## config.mk

```make
export PLATFORM = sky130hd
export DESIGN_NAME = zip_dbg_top
export DESIGN_NICKNAME = d
export VERILOG_FILES = /design/src/hw/zip_dbg_pkg.sv /design/src/hw/dbg_skid_buffer.sv /design/src/hw/dbg_write_path.sv /design/src/hw/dbg_read_path.sv /design/src/hw/cpu_cmd_ctrl.sv /design/src/hw/zip_dbg_top.sv
export VERILOG_INCLUDE_DIRS = /design/src /design/src/hw
export SDC_FILE = /design/constraint.sdc
export NUM_CORES = 1
export LEC_CHECK = 0
export BUFFER_PORTS_ARGS = -buffer_cell sky130_fd_sc_hd__buf_2
export CORE_ASPECT_RATIO = 1.2
export CORE_MARGIN = 4
export CORE_UTILIZATION = 35
export DETAILED_ROUTE_END_ITERATION = 10
export HOLD_SLACK_MARGIN = 0.12
export PLACE_DENSITY = 0.6
export SKIP_CTS_REPAIR_TIMING = 1
export SYNTH_ARGS = -nofsm -noshare
export SYNTH_HDL_FRONTEND = slang
export SYNTH_HIERARCHICAL = 1
export SYNTH_SLANG_ARGS = --single-unit
```

## constraint.sdc

```tcl
create_clock -name S_AXI_ACLK -period 2.8 [get_ports S_AXI_ACLK]
set_input_delay 0.14 -clock S_AXI_ACLK [delete_from_list [all_inputs] [get_ports S_AXI_ACLK]]
set_output_delay 0.14 -clock S_AXI_ACLK [all_outputs]
set_load 0.005 [all_outputs]
```

## src/hw/zip_dbg_defs.svh

```systemverilog
`ifndef ZIP_DBG_DEFS_SVH
`define ZIP_DBG_DEFS_SVH

////////////////////////////////////////////////////////////////////////////
// Debug bus geometry
////////////////////////////////////////////////////////////////////////////

// Debug data bus is one 32-bit word
`define ZD_DATA_W	32
// Byte address width of the debug slave
`define ZD_ADDR_W	8
// Byte address to word index
`define ZD_LSB		2

////////////////////////////////////////////////////////////////////////////
// Register map
////////////////////////////////////////////////////////////////////////////

// Word index bit picking the control register, byte offset 0x80
`define ZD_CTRL_SEL	5
// Control register bits
`define ZD_RESET_BIT	6
`define ZD_STEP_BIT	8
`define ZD_HALT_BIT	10
`define ZD_CLEAR_BIT	11

// Cycles of reset hold after power-on or an external CPU reset
`define ZD_RESET_DURATION	10

`endif

```

## src/hw/zip_dbg_pkg.sv

```systemverilog
`include "zip_dbg_defs.svh"

package zip_dbg_pkg;

	// One debug data word
	typedef logic [`ZD_DATA_W-1:0] word_t;
	// Word index, register number plus control select
	typedef logic [`ZD_ADDR_W-`ZD_LSB-1:0] widx_t;
	// CPU register number
	typedef logic [`ZD_CTRL_SEL-1:0] reg_t;
	// Byte lanes of one word
	typedef logic [`ZD_DATA_W/8-1:0] strb_t;
	// CPU condition flags
	typedef logic [2:0] cc_t;

	// One accepted debug write, address and data joined
	typedef struct packed
	{
		widx_t	idx;
		word_t	data;
		strb_t	strb;
	} dbg_cmd_t;

	// Register write toward the CPU core
	typedef struct packed
	{
		logic	we;
		reg_t	wreg;
		word_t	data;
	} cpu_dbg_req_t;

	// Debug status back from the CPU core
	typedef struct packed
	{
		logic	stall;
		logic	brk;
		cc_t	cc;
	} cpu_dbg_stat_t;

endpackage

```

## src/hw/dbg_skid_buffer.sv

```systemverilog
module dbg_skid_buffer #(
	parameter int WIDTH = 8
) (
	input	logic			S_AXI_ACLK,
	input	logic			S_AXI_ARESETN,
	// Upstream, the AXI-lite master side
	input	logic			i_valid,
	output	logic			o_ready,
	input	logic	[WIDTH-1:0]	i_data,
	// Downstream, the accept logic
	output	logic			o_valid,
	input	logic			i_ready,
	output	logic	[WIDTH-1:0]	o_data
);

	// Skid slot
	logic			r_valid;
	logic	[WIDTH-1:0]	r_data;

	////////////////////////////////////////////////////////////////////////////
	// Skid slot control
	////////////////////////////////////////////////////////////////////////////

	// Fill when an item arrives and downstream stalls
	// Drain as soon as downstream takes it
	always_ff @(posedge S_AXI_ACLK)
	begin
		if (!S_AXI_ARESETN)
			r_valid <= 1'b0;
		else if (i_valid && o_ready && !i_ready)
			r_valid <= 1'b1;
		else if (i_ready)
			r_valid <= 1'b0;
	end

	// Capture whatever is on the bus while empty
	always_ff @(posedge S_AXI_ACLK)
	begin
		if (o_ready)
			r_data <= i_data;
	end

	////////////////////////////////////////////////////////////////////////////
	// Outputs
	////////////////////////////////////////////////////////////////////////////

	// Ready only from an empty slot, so AXI ready is a plain flop
	assign o_ready = !r_valid;

	// Held item first, else pass through
	assign o_valid = i_valid || r_valid;
	assign o_data = r_valid ? r_data : i_data;

endmodule

```

## src/hw/dbg_write_path.sv

```systemverilog
`include "zip_dbg_defs.svh"

module dbg_write_path (
	input	logic				S_AXI_ACLK,
	input	logic				S_AXI_ARESETN,
	// Write address channel
	input	logic				S_DBG_AWVALID,
	output	logic				S_DBG_AWREADY,
	input	logic	[`ZD_ADDR_W-1:0]	S_DBG_AWADDR,
	// Write data channel
	input	logic				S_DBG_WVALID,
	output	logic				S_DBG_WREADY,
	input	zip_dbg_pkg::word_t		S_DBG_WDATA,
	input	zip_dbg_pkg::strb_t		S_DBG_WSTRB,
	// Write response channel
	output	logic				S_DBG_BVALID,
	input	logic				S_DBG_BREADY,
	output	logic	[1:0]			S_DBG_BRESP,
	// CPU side
	input	zip_dbg_pkg::cpu_dbg_stat_t	i_cpu_stat,
	output	logic				o_cmd_stb,
	output	zip_dbg_pkg::dbg_cmd_t		o_cmd,
	output	zip_dbg_pkg::cpu_dbg_req_t	o_cpu_req
);

	localparam int WW = $bits(zip_dbg_pkg::word_t) + $bits(zip_dbg_pkg::strb_t);

	logic			aw_valid, w_valid;
	logic			write_ready, write_stall, is_ctrl;
	zip_dbg_pkg::widx_t	aw_idx;
	logic	[WW-1:0]	w_skd;
	zip_dbg_pkg::word_t	w_data;
	zip_dbg_pkg::strb_t	w_strb;
	// Registered CPU write request
	logic			req_we;
	zip_dbg_pkg::reg_t	req_reg;
	zip_dbg_pkg::word_t	req_data;

	// Address skid, word index only
	dbg_skid_buffer #(.WIDTH($bits(zip_dbg_pkg::widx_t))) u_aw_skd (
		.S_AXI_ACLK(S_AXI_ACLK), .S_AXI_ARESETN(S_AXI_ARESETN),
		.i_valid(S_DBG_AWVALID), .o_ready(S_DBG_AWREADY),
		.i_data(S_DBG_AWADDR[`ZD_ADDR_W-1:`ZD_LSB]),
		.o_valid(aw_valid), .i_ready(write_ready), .o_data(aw_idx)
	);

	// Data and strobe skid
	dbg_skid_buffer #(.WIDTH(WW)) u_w_skd (
		.S_AXI_ACLK(S_AXI_ACLK), .S_AXI_ARESETN(S_AXI_ARESETN),
		.i_valid(S_DBG_WVALID), .o_ready(S_DBG_WREADY),
		.i_data({S_DBG_WDATA, S_DBG_WSTRB}),
		.o_valid(w_valid), .i_ready(write_ready), .o_data(w_skd)
	);

	assign w_data = w_skd[WW-1:$bits(zip_dbg_pkg::strb_t)];
	assign w_strb = w_skd[$bits(zip_dbg_pkg::strb_t)-1:0];
	assign is_ctrl = aw_idx[`ZD_CTRL_SEL];

	// Previous CPU write still pending in the core
	assign write_stall = req_we && i_cpu_stat.stall;

	// Both halves present, B free, and no CPU write in the way
	assign write_ready = aw_valid && w_valid
		&& ((w_strb == '0) || is_ctrl || !write_stall)
		&& (!S_DBG_BVALID || S_DBG_BREADY);

	// Every accepted write goes to the command logic
	assign o_cmd_stb = write_ready;
	assign o_cmd = {aw_idx, w_data, w_strb};

	////////////////////////////////////////////////////////////////////////////
	// CPU register write request
	////////////////////////////////////////////////////////////////////////////

	// Frozen while the core stalls
	always_ff @(posedge S_AXI_ACLK)
	begin
		if (!S_AXI_ARESETN)
			req_we <= 1'b0;
		else if (!write_stall)
			req_we <= write_ready && (|w_strb) && !is_ctrl;
	end

	always_ff @(posedge S_AXI_ACLK)
	begin
		if (!write_stall)
		begin
			req_reg <= aw_idx[`ZD_CTRL_SEL-1:0];
			req_data <= w_data;
		end
	end

	assign o_cpu_req = {req_we, req_reg, req_data};

	// B follows acceptance by one cycle, holds until taken
	always_ff @(posedge S_AXI_ACLK)
	begin
		if (!S_AXI_ARESETN)
			S_DBG_BVALID <= 1'b0;
		else if (write_ready)
			S_DBG_BVALID <= 1'b1;
		else if (S_DBG_BREADY)
			S_DBG_BVALID <= 1'b0;
	end

	// Always OKAY
	assign S_DBG_BRESP = 2'b00;

endmodule

```

## src/hw/dbg_read_path.sv

```systemverilog
`include "zip_dbg_defs.svh"

module dbg_read_path (
	input	logic				S_AXI_ACLK,
	input	logic				S_AXI_ARESETN,
	// Read address channel
	input	logic				S_DBG_ARVALID,
	output	logic				S_DBG_ARREADY,
	input	logic	[`ZD_ADDR_W-1:0]	S_DBG_ARADDR,
	// Read data channel
	output	logic				S_DBG_RVALID,
	input	logic				S_DBG_RREADY,
	output	zip_dbg_pkg::word_t		S_DBG_RDATA,
	output	logic	[1:0]			S_DBG_RRESP,
	// CPU register port and status
	output	zip_dbg_pkg::reg_t		o_dbg_rreg,
	input	zip_dbg_pkg::word_t		i_dbg_rdata,
	input	zip_dbg_pkg::word_t		i_status
);

	logic			ar_valid, read_ready, rd_pend, is_ctrl;
	zip_dbg_pkg::widx_t	ar_idx;

	// Address skid, word index only
	dbg_skid_buffer #(.WIDTH($bits(zip_dbg_pkg::widx_t))) u_ar_skd (
		.S_AXI_ACLK(S_AXI_ACLK), .S_AXI_ARESETN(S_AXI_ARESETN),
		.i_valid(S_DBG_ARVALID), .o_ready(S_DBG_ARREADY),
		.i_data(S_DBG_ARADDR[`ZD_ADDR_W-1:`ZD_LSB]),
		.o_valid(ar_valid), .i_ready(read_ready), .o_data(ar_idx)
	);

	assign is_ctrl = ar_idx[`ZD_CTRL_SEL];

	// One read in flight at a time, R free or emptying
	assign read_ready = ar_valid && !rd_pend && (!S_DBG_RVALID || S_DBG_RREADY);

	// Register number straight to the core during acceptance
	assign o_dbg_rreg = ar_idx[`ZD_CTRL_SEL-1:0];

	// CPU register data one cycle out
	always_ff @(posedge S_AXI_ACLK)
	begin
		if (!S_AXI_ARESETN)
			rd_pend <= 1'b0;
		else
			rd_pend <= read_ready && !is_ctrl;
	end

	////////////////////////////////////////////////////////////////////////////
	// R channel
	////////////////////////////////////////////////////////////////////////////

	// Status a cycle after accept, register two cycles after
	always_ff @(posedge S_AXI_ACLK)
	begin
		if (!S_AXI_ARESETN)
			S_DBG_RVALID <= 1'b0;
		else if (!S_DBG_RVALID || S_DBG_RREADY)
			S_DBG_RVALID <= (read_ready && is_ctrl) || rd_pend;
	end

	// Data held along with RVALID
	always_ff @(posedge S_AXI_ACLK)
	begin
		if (!S_DBG_RVALID || S_DBG_RREADY)
			S_DBG_RDATA <= rd_pend ? i_dbg_rdata : i_status;
	end

	assign S_DBG_RRESP = 2'b00;

endmodule

```

## src/hw/cpu_cmd_ctrl.sv

```systemverilog
`include "zip_dbg_defs.svh"

module cpu_cmd_ctrl (
	input	logic				S_AXI_ACLK,
	input	logic				S_AXI_ARESETN,
	input	logic				i_cpu_reset,
	input	logic				i_interrupt,
	// Accepted debug write
	input	logic				i_cmd_stb,
	input	zip_dbg_pkg::dbg_cmd_t		i_cmd,
	// CPU port state
	input	zip_dbg_pkg::cpu_dbg_req_t	i_cpu_wr,
	input	zip_dbg_pkg::cpu_dbg_stat_t	i_cpu_stat,
	// Commands toward the core
	output	logic				o_cmd_reset,
	output	logic				o_halt,
	output	logic				o_step,
	output	logic				o_clear_cache,
	output	zip_dbg_pkg::word_t		o_status
);

	localparam int CNT_W = $clog2(`ZD_RESET_DURATION + 1);

	logic			reset_hold, cmd_write, reg_write, wr_stall;
	logic	[CNT_W-1:0]	reset_counter;

	// Control register writes versus CPU register writes
	assign cmd_write = i_cmd_stb && i_cmd.idx[`ZD_CTRL_SEL];
	assign reg_write = i_cmd_stb && !i_cmd.idx[`ZD_CTRL_SEL] && (|i_cmd.strb);
	assign wr_stall = i_cpu_wr.we && i_cpu_stat.stall;

	////////////////////////////////////////////////////////////////////////////
	// Reset hold
	////////////////////////////////////////////////////////////////////////////

	// Reload on bus reset or external CPU reset, then count down
	always_ff @(posedge S_AXI_ACLK)
	begin
		if (!S_AXI_ARESETN || i_cpu_reset)
			reset_counter <= CNT_W'(`ZD_RESET_DURATION);
		else if (reset_counter != '0)
			reset_counter <= reset_counter - 1'b1;
	end

	always_ff @(posedge S_AXI_ACLK)
	begin
		if (!S_AXI_ARESETN || i_cpu_reset)
			reset_hold <= 1'b1;
		else
			reset_hold <= (reset_counter > CNT_W'(1));
	end

	// Held, broken CPU, or reset bit in byte 0
	always_ff @(posedge S_AXI_ACLK)
	begin
		if (!S_AXI_ARESETN || i_cpu_reset || reset_hold || i_cpu_stat.brk)
			o_cmd_reset <= 1'b1;
		else
			o_cmd_reset <= cmd_write && i_cmd.strb[0] && i_cmd.data[`ZD_RESET_BIT];
	end

	////////////////////////////////////////////////////////////////////////////
	// Halt, step, clear-cache
	////////////////////////////////////////////////////////////////////////////

	// Later assignments win, so set reasons override release
	always_ff @(posedge S_AXI_ACLK)
	begin
		if (!S_AXI_ARESETN)
			o_halt <= 1'b0;
		else if (i_cpu_reset && !i_cmd_stb && !wr_stall)
			o_halt <= 1'b0;
		else
		begin
			// Release on halt clear or step, once the core is idle
			if (!i_cpu_wr.we && !i_cpu_stat.stall && cmd_write && i_cmd.strb[1]
				&& (!i_cmd.data[`ZD_HALT_BIT] || i_cmd.data[`ZD_STEP_BIT]))
				o_halt <= 1'b0;
			// Halt request without step
			if (cmd_write && i_cmd.strb[1] && i_cmd.data[`ZD_HALT_BIT]
				&& !i_cmd.data[`ZD_STEP_BIT])
				o_halt <= 1'b1;
			// Any CPU register write
			if (reg_write)
				o_halt <= 1'b1;
			// Back to halt after a step or cache clear
			if (o_step || o_clear_cache)
				o_halt <= 1'b1;
			// Clear bit halts on its own
			if (cmd_write && i_cmd.strb[1] && i_cmd.data[`ZD_CLEAR_BIT])
				o_halt <= 1'b1;
		end
	end

	// Needs halt and clear together, done once the core is idle
	always_ff @(posedge S_AXI_ACLK)
	begin
		if (!S_AXI_ARESETN || o_cmd_reset)
			o_clear_cache <= 1'b0;
		else if (cmd_write && i_cmd.strb[1] && i_cmd.data[`ZD_CLEAR_BIT]
			&& i_cmd.data[`ZD_HALT_BIT])
			o_clear_cache <= 1'b1;
		else if (o_halt && !i_cpu_stat.stall)
			o_clear_cache <= 1'b0;
	end

	// Single step, dropped when the core accepts it
	always_ff @(posedge S_AXI_ACLK)
	begin
		if (!S_AXI_ARESETN || i_cpu_reset)
			o_step <= 1'b0;
		else if (cmd_write && i_cmd.strb[1] && i_cmd.data[`ZD_STEP_BIT])
			o_step <= 1'b1;
		else if (!i_cpu_stat.stall)
			o_step <= 1'b0;
	end

	// Status word
	// 16 interrupt, 15 break, 14..12 cc, 10 halt, 9 halted, 7 interrupt, 6 reset
	assign o_status = {15'h0, i_interrupt, i_cpu_stat.brk, i_cpu_stat.cc,
		1'b0, o_halt, !i_cpu_stat.stall, 1'b0,
		i_interrupt, o_cmd_reset, 6'h0};

endmodule

```

## src/hw/zip_dbg_top.sv

```systemverilog
`include "zip_dbg_defs.svh"

module zip_dbg_top (
	input	logic				S_AXI_ACLK,
	input	logic				S_AXI_ARESETN,
	input	logic				i_interrupt,
	input	logic				i_cpu_reset,
	// AXI-lite debug slave
	input	logic				S_DBG_AWVALID,
	output	logic				S_DBG_AWREADY,
	input	logic	[`ZD_ADDR_W-1:0]	S_DBG_AWADDR,
	input	logic				S_DBG_WVALID,
	output	logic				S_DBG_WREADY,
	input	zip_dbg_pkg::word_t		S_DBG_WDATA,
	input	zip_dbg_pkg::strb_t		S_DBG_WSTRB,
	output	logic				S_DBG_BVALID,
	input	logic				S_DBG_BREADY,
	output	logic	[1:0]			S_DBG_BRESP,
	input	logic				S_DBG_ARVALID,
	output	logic				S_DBG_ARREADY,
	input	logic	[`ZD_ADDR_W-1:0]	S_DBG_ARADDR,
	output	logic				S_DBG_RVALID,
	input	logic				S_DBG_RREADY,
	output	zip_dbg_pkg::word_t		S_DBG_RDATA,
	output	logic	[1:0]			S_DBG_RRESP,
	// CPU core debug port
	output	zip_dbg_pkg::cpu_dbg_req_t	o_cpu_req,
	output	zip_dbg_pkg::reg_t		o_dbg_rreg,
	input	zip_dbg_pkg::word_t		i_dbg_rdata,
	input	zip_dbg_pkg::cpu_dbg_stat_t	i_cpu_stat,
	output	logic				o_cmd_reset,
	output	logic				o_halt,
	output	logic				o_step,
	output	logic				o_clear_cache
);

	logic			cmd_stb;
	zip_dbg_pkg::dbg_cmd_t	cmd;
	zip_dbg_pkg::word_t	status;

	// AW, W, B and CPU register writes
	dbg_write_path u_write (
		.S_AXI_ACLK(S_AXI_ACLK), .S_AXI_ARESETN(S_AXI_ARESETN),
		.S_DBG_AWVALID(S_DBG_AWVALID), .S_DBG_AWREADY(S_DBG_AWREADY),
		.S_DBG_AWADDR(S_DBG_AWADDR),
		.S_DBG_WVALID(S_DBG_WVALID), .S_DBG_WREADY(S_DBG_WREADY),
		.S_DBG_WDATA(S_DBG_WDATA), .S_DBG_WSTRB(S_DBG_WSTRB),
		.S_DBG_BVALID(S_DBG_BVALID), .S_DBG_BREADY(S_DBG_BREADY),
		.S_DBG_BRESP(S_DBG_BRESP),
		.i_cpu_stat(i_cpu_stat), .o_cmd_stb(cmd_stb), .o_cmd(cmd),
		.o_cpu_req(o_cpu_req)
	);

	// AR and R, status or CPU register
	dbg_read_path u_read (
		.S_AXI_ACLK(S_AXI_ACLK), .S_AXI_ARESETN(S_AXI_ARESETN),
		.S_DBG_ARVALID(S_DBG_ARVALID), .S_DBG_ARREADY(S_DBG_ARREADY),
		.S_DBG_ARADDR(S_DBG_ARADDR),
		.S_DBG_RVALID(S_DBG_RVALID), .S_DBG_RREADY(S_DBG_RREADY),
		.S_DBG_RDATA(S_DBG_RDATA), .S_DBG_RRESP(S_DBG_RRESP),
		.o_dbg_rreg(o_dbg_rreg), .i_dbg_rdata(i_dbg_rdata), .i_status(status)
	);

	// Reset hold, halt, step, clear-cache and status
	cpu_cmd_ctrl u_ctrl (
		.S_AXI_ACLK(S_AXI_ACLK), .S_AXI_ARESETN(S_AXI_ARESETN),
		.i_cpu_reset(i_cpu_reset), .i_interrupt(i_interrupt),
		.i_cmd_stb(cmd_stb), .i_cmd(cmd),
		.i_cpu_wr(o_cpu_req), .i_cpu_stat(i_cpu_stat),
		.o_cmd_reset(o_cmd_reset), .o_halt(o_halt), .o_step(o_step),
		.o_clear_cache(o_clear_cache), .o_status(status)
	);

endmodule

```

======== After elaboration in Yosys (flattened, before gate mapping) ========
Cells that the tools add are included.
cells by class
  add/sub/neg operators ................... 1
  magnitude comparators ................... 1
  equal/unequal tests ..................... 1
  muxes and demuxes ....................... 20
  bitwise operators ....................... 1
  reduce and logical (&&, ||, !) cells .... 74
operator list
  cell                                                                      count
  36-bit 2-to-1 mux                                                         1
  1-bit logical AND                                                         34
  17-bit 2-to-1 mux                                                         1
  1-bit zero test                                                           16
  1-bit 2-to-1 mux                                                          16
  1-bit logical OR                                                          14
  6-bit 2-to-1 mux                                                          2
  2-bit nonzero test                                                        5
  5-bit nonzero test                                                        1
  4-bit by 1-bit > comparator with 1-bit output (second input constant)     1
  4-bit zero test                                                           1
  4-bit nonzero test                                                        1
  4-bit OR reduction                                                        1
  4-bit by 1-bit subtractor with 4-bit output (second input constant)       1
  2-bit by 1-bit inequality test with 1-bit output (second input constant)  1
  2-bit OR reduction                                                        1
  1-bit inverter                                                            1
storage, ports and cells
  flip-flop bits (word level) ............. 133
  input port bits ......................... 98
  output and inout bits ................... 88
  word-level logic and storage cells ...... 118

======== Longest topological paths before layout ========
  depth in word-level cells ............... 15
  depth in mapped cells ................... 8

======== Modules after synthesis ========
Netlist, hierarchy kept.
modules (own cells, without submodules)
  module                                 times used  cells an instance  area each (um^2)  sequential area each (um^2)
  dbg_read_path                          1           80                 1606.5            1001.0
  dbg_skid_buffer (u_write.u_w_skd)      1           80                 1275.0            740.7
  dbg_write_path                         1           54                 1247.4            1151.1
  cpu_cmd_ctrl                           1           81                 683.2             180.2
  dbg_skid_buffer (u_read.u_ar_skd ...)  2           17                 240.2             140.1

======== Worst setup path after synthesis ========
No wires, ideal clock.
  kind .................................... register -> register
  start ................................... register u_write.req_we
  end ..................................... register u_ctrl.o_halt
  arrival ................................. 2.167 ns
  data required time ...................... 2.678 ns
  slack ................................... 0.511 ns
  stages on the path, launching flop included .. 7
  period minus slack after synthesis ...... 2.289 ns
  cells stage by stage .................... dfxtp_1 nand2_1 nor3_1 nor3_2 and3_1 nor2b_1 o311a_1
on the way
  longest elaborated chain between the ends .. 13
  elaborated cells between the ends (all ways) .. 26
  classes of those cells .................. mux (4); reduce/logical (22)
RTL lines
  what                             RTL line                                source
  from (decl)                      dbg_write_path.sv:35                    logic req_we;
  from (signal assigned)           dbg_write_path.sv:81                    req_we <= write_ready && (|w_strb) && !is_ctrl;
  1-bit logical AND *              dbg_write_path.sv:60                    assign write_stall = req_we && i_cpu_stat.stall;
  1-bit zero test *                dbg_write_path.sv:64                    && ((w_strb == '0) || is_ctrl || !write_stall)
  1-bit logical OR *               dbg_write_path.sv:64
  1-bit logical AND *              dbg_write_path.sv:64
  1-bit logical AND *              dbg_write_path.sv:65                    && (!S_DBG_BVALID || S_DBG_BREADY);
  net cmd_stb                      zip_dbg_top.sv:37                       logic cmd_stb;
  1-bit logical AND                cpu_cmd_ctrl.sv:28                      assign cmd_write = i_cmd_stb && i_cmd.idx[`ZD_CTRL_SEL];
  1-bit logical AND                cpu_cmd_ctrl.sv:80, cpu_cmd_ctrl.sv:90
  1-bit logical AND (2 in series)  cpu_cmd_ctrl.sv:80                      if (cmd_write && i_cmd.strb[1] && i_cmd.data[`ZD_HALT_BIT]
  1-bit 2-to-1 mux                 cpu_cmd_ctrl.sv:80
  1-bit 2-to-1 mux                 cpu_cmd_ctrl.sv:84                      if (reg_write)
  1-bit 2-to-1 mux                 cpu_cmd_ctrl.sv:87                      if (o_step || o_clear_cache)
  1-bit 2-to-1 mux                 cpu_cmd_ctrl.sv:90                      if (cmd_write && i_cmd.strb[1] && i_cmd.data[`ZD_CLEAR_BIT])
  to (signal assigned)             cpu_cmd_ctrl.sv:85                      o_halt <= 1'b1;
  to (signal assigned)             cpu_cmd_ctrl.sv:88                      o_halt <= 1'b1;
  to (signal assigned)             cpu_cmd_ctrl.sv:91                      o_halt <= 1'b1;
  to (decl)                        cpu_cmd_ctrl.sv:16                      output logic o_halt,
Mark *: on every way through the listed nets, which the timed path passes. The rest lies on a longest branch.
A chain may end at the register's enable or synchronous reset.

==> reports/metrics.yaml <==
outcome:
  status: "complete, no violations"
drt:
  drc_errors: 0
  drtAntennaViolNets: 0
  wl_um: 11800
  route.vias.total: 3387
  dr.pass1.iters: 4
  drt-initial-drc-count: 89
  vias_per_cell: 4.17
  wl_per_cell_um: 14.5
worst_setup_path:
  cp_data_arrival_time_ns: 2.69
  crit_type: "reg -> reg"
  reg2reg_from: "u_write/u_w_skd/r_valid"
  cp_slowest_cell: "dfxtp_2"
  cp-start-kind: "flop"
  rr_worst_depth: 7
  cp_slowest_stage_delay_ns: 0.42
  crit_chain: "mux2_2 -> nor4_2 -> nor3_1 -> nor3_2 -> and3_1 -> nor2b_1 -> o311a_1"
  cp.required_ns: 3.09
  crit_path_start: "u_write/u_w_skd/r_valid"
  crit_path_end_kind: "flop"
  crit_fanout: 8
timing:
  rsz0062_at_grt: "no"
  fmax_mhz: 417
  post-route-period-util_pct: 85.7
  maxSlewViolCount: 0
  slew_headroom_pct: 63.4
  timing.hold.ws_ns: 0.114
  finalHoldViolCount: 0
  tns_ns: 0
  setup_viol: 0
  tightestPinTransition_ns: 0.549
  finClkSkew_ns: 0.00524
  period_needed_ns: 2.40
pwr:
  p_per_area_mw_per_mm2: 678
  vdd_drop_max_v: 0.000343
  power.leakage_nw: 3.36
placement:
  io_buffers: 177
  place_area_mm2: 0.00615
  dpl.hpwl_um: 7970
  place_congestion: 0.723
  placedCellCount: 688
synthesis:
  ys_warn_count: 6
  syn_area_per_cell_um2: 16.1
  syn_inst: 329
  synthesis.area_mm2: 0.00529
  yosysTopAreaCellShare_pct: 39.1
  ys_types: 43
  synth-seq-area-share_pct: 63.4
  yosysTopAreaCell: "edfxtp_1"
  synth_area_leaders: "edfxtp_1 39%, dfxtp_1 24%, mux2_4 13%"
  ys_seq_elements: 133
  ys.flop_type: "edfxtp_1"
  async_flop_share_pct: 0
  synth-edff-count: 69
cells_and_area:
  n_antenna_cell: 0
  stdcell_count: 812
  drive_gt1_share_pct: 49.3
  largest_reg_flops: 36
  final-seq-area_mm2: 0.00336
  largest-register: "u_write/u_w_skd/r_data"
  finalNetCount: 699
  syn_to_final_growth_pct: 45.0
  top_regs: "u_write/u_w_skd/r_data x36, u_read/S_DBG_RDATA x32, u_write/req_data x32"
  post-route-util_pct: 52.6
  fillerInstances: 1238
  multiInputGateArea_mm2: 0.00160
  final_area_mm2: 0.00767
clock_network:
  clockBufferDepth: 2
  cts_num_sinks: 133
  cts_max_level: 4
  insertion_delay_ns: 0.41
  cts_buffers: 17
  cts-root-buf: "clkbuf_16"
  cts_tree: "built"
  clk_pin_slew_worst_paths_ns: 0.06
global_routing:
  grt_pass1_vias: 3197
  antenna_found_initial: 0
  grt_start_max_net_pins: 39
  grt_use_total_pct: 12.7
  grt_pass1_wl_um: 16500
  grt-ovfl-total: 0
die:
  die_w_um: 120
  die_area_mm2: 0.0172
  start_util_pct: 36.3
  ioPinCount: 186
  num_rows: 48
  die_y_um: 143
  coreArea_mm2: 0.0146
min_path:
  hold_class: "in -> reg"
  hold_start: "S_DBG_AWVALID"
  holdPathStages: 3
flow_run:
  cap_violations: 0
[metal layers]
metal  routed length [um]  track usage, %  share of wire [%]  vias to the layer above
li1                     -               -                  -                     1664
met1                 4680            13.5                 40                     1614
met2                 6370            22.4                 54                       95
met3                  532            4.24                4.5                       14
met4                  193            6.86                1.6                        0
met5                    0               0                  0                        -
[cells by family (layout without fill, tap and decap cells)]
kind of cell	after synthesis	count (layout)	share of synthesized area, %
compound gates	12	12	1.68
xor+xnor	1	1	0.166
mux	81	81	20.5
simple gates	43	43	5.46
other cells	3	27	0.213
fa+ha+maj	2	2	0.473
flops	133	133	63.4
buf+inv	54	313	8.18
[report_power, final]
part | switching, W | total, W | internal, W
logic | 0.000257 | 0.000650 | 0.000393
registers | 0.0000618 | 0.00234 | 0.00228
clock network | 0.000844 | 0.00222 | 0.00138
[worst max-delay path, delay by kind of cell, from the launching register on]
family	cells	cell delay (ns)
compound gates	1	0.33
flops	1	0.42
mux	1	0.39
simple gates	5	1.13
[cell usage after synthesis, types with 3 or more instances]
cell,instances
nand2b_1,5
nor2_1,4
mux2_4,46
inv_1,8
nor3_1,3
and3b_1,3
buf_12,3
mux2_2,34
buf_6,6
nand2_1,4
edfxtp_1,69
buf_4,36
nor2b_1,5
nand3_1,3
dfxtp_1,64
conb_1,3
[layout make-up]
type | count | area share (%)
Sequential cell | 133 | 43.7
Timing Repair Buffer | 273 | 23.9
Multi-Input combinational cell | 166 | 20.8
Clock buffer | 20 | 5.95
Tap cell | 200 | 3.26
Clock inverter | 12 | 1.89
Inverter | 8 | 0.391
[per-stage QoR]
stage	power (W)	setup WS, ns
global placement	0.00291	0.481
global route	0.00544	0.282
CTS	0.00517	0.410
detailed placement	0.00293	0.431
finish	0.00521	0.401
floorplan	0.00272	0.511
[layout by cell type (no fill, tap or decap), types with 4 or more instances in the layout]
cell type	n
mux2_2	34
edfxtp_1	69
dlygate4sd3_1	92
inv_1	8
conb_1	27
clkinv_4	4
dfxtp_1	62
mux2_4	46
buf_4	4
buf_2	177
nor2b_1	5
nor2_1	4
nand2b_1	5
clkbuf_16	17
[worst paths after layout]
path	endpoint	slack, ns
worst max register to register	u_ctrl/o_halt	0.40
worst min register to register	u_ctrl/o_cmd_reset	0.45
worst max-delay path	u_ctrl/o_halt	0.40
worst min-delay path	u_write/u_aw_skd/r_valid	0.11
(Power assumes the default switching activity.)
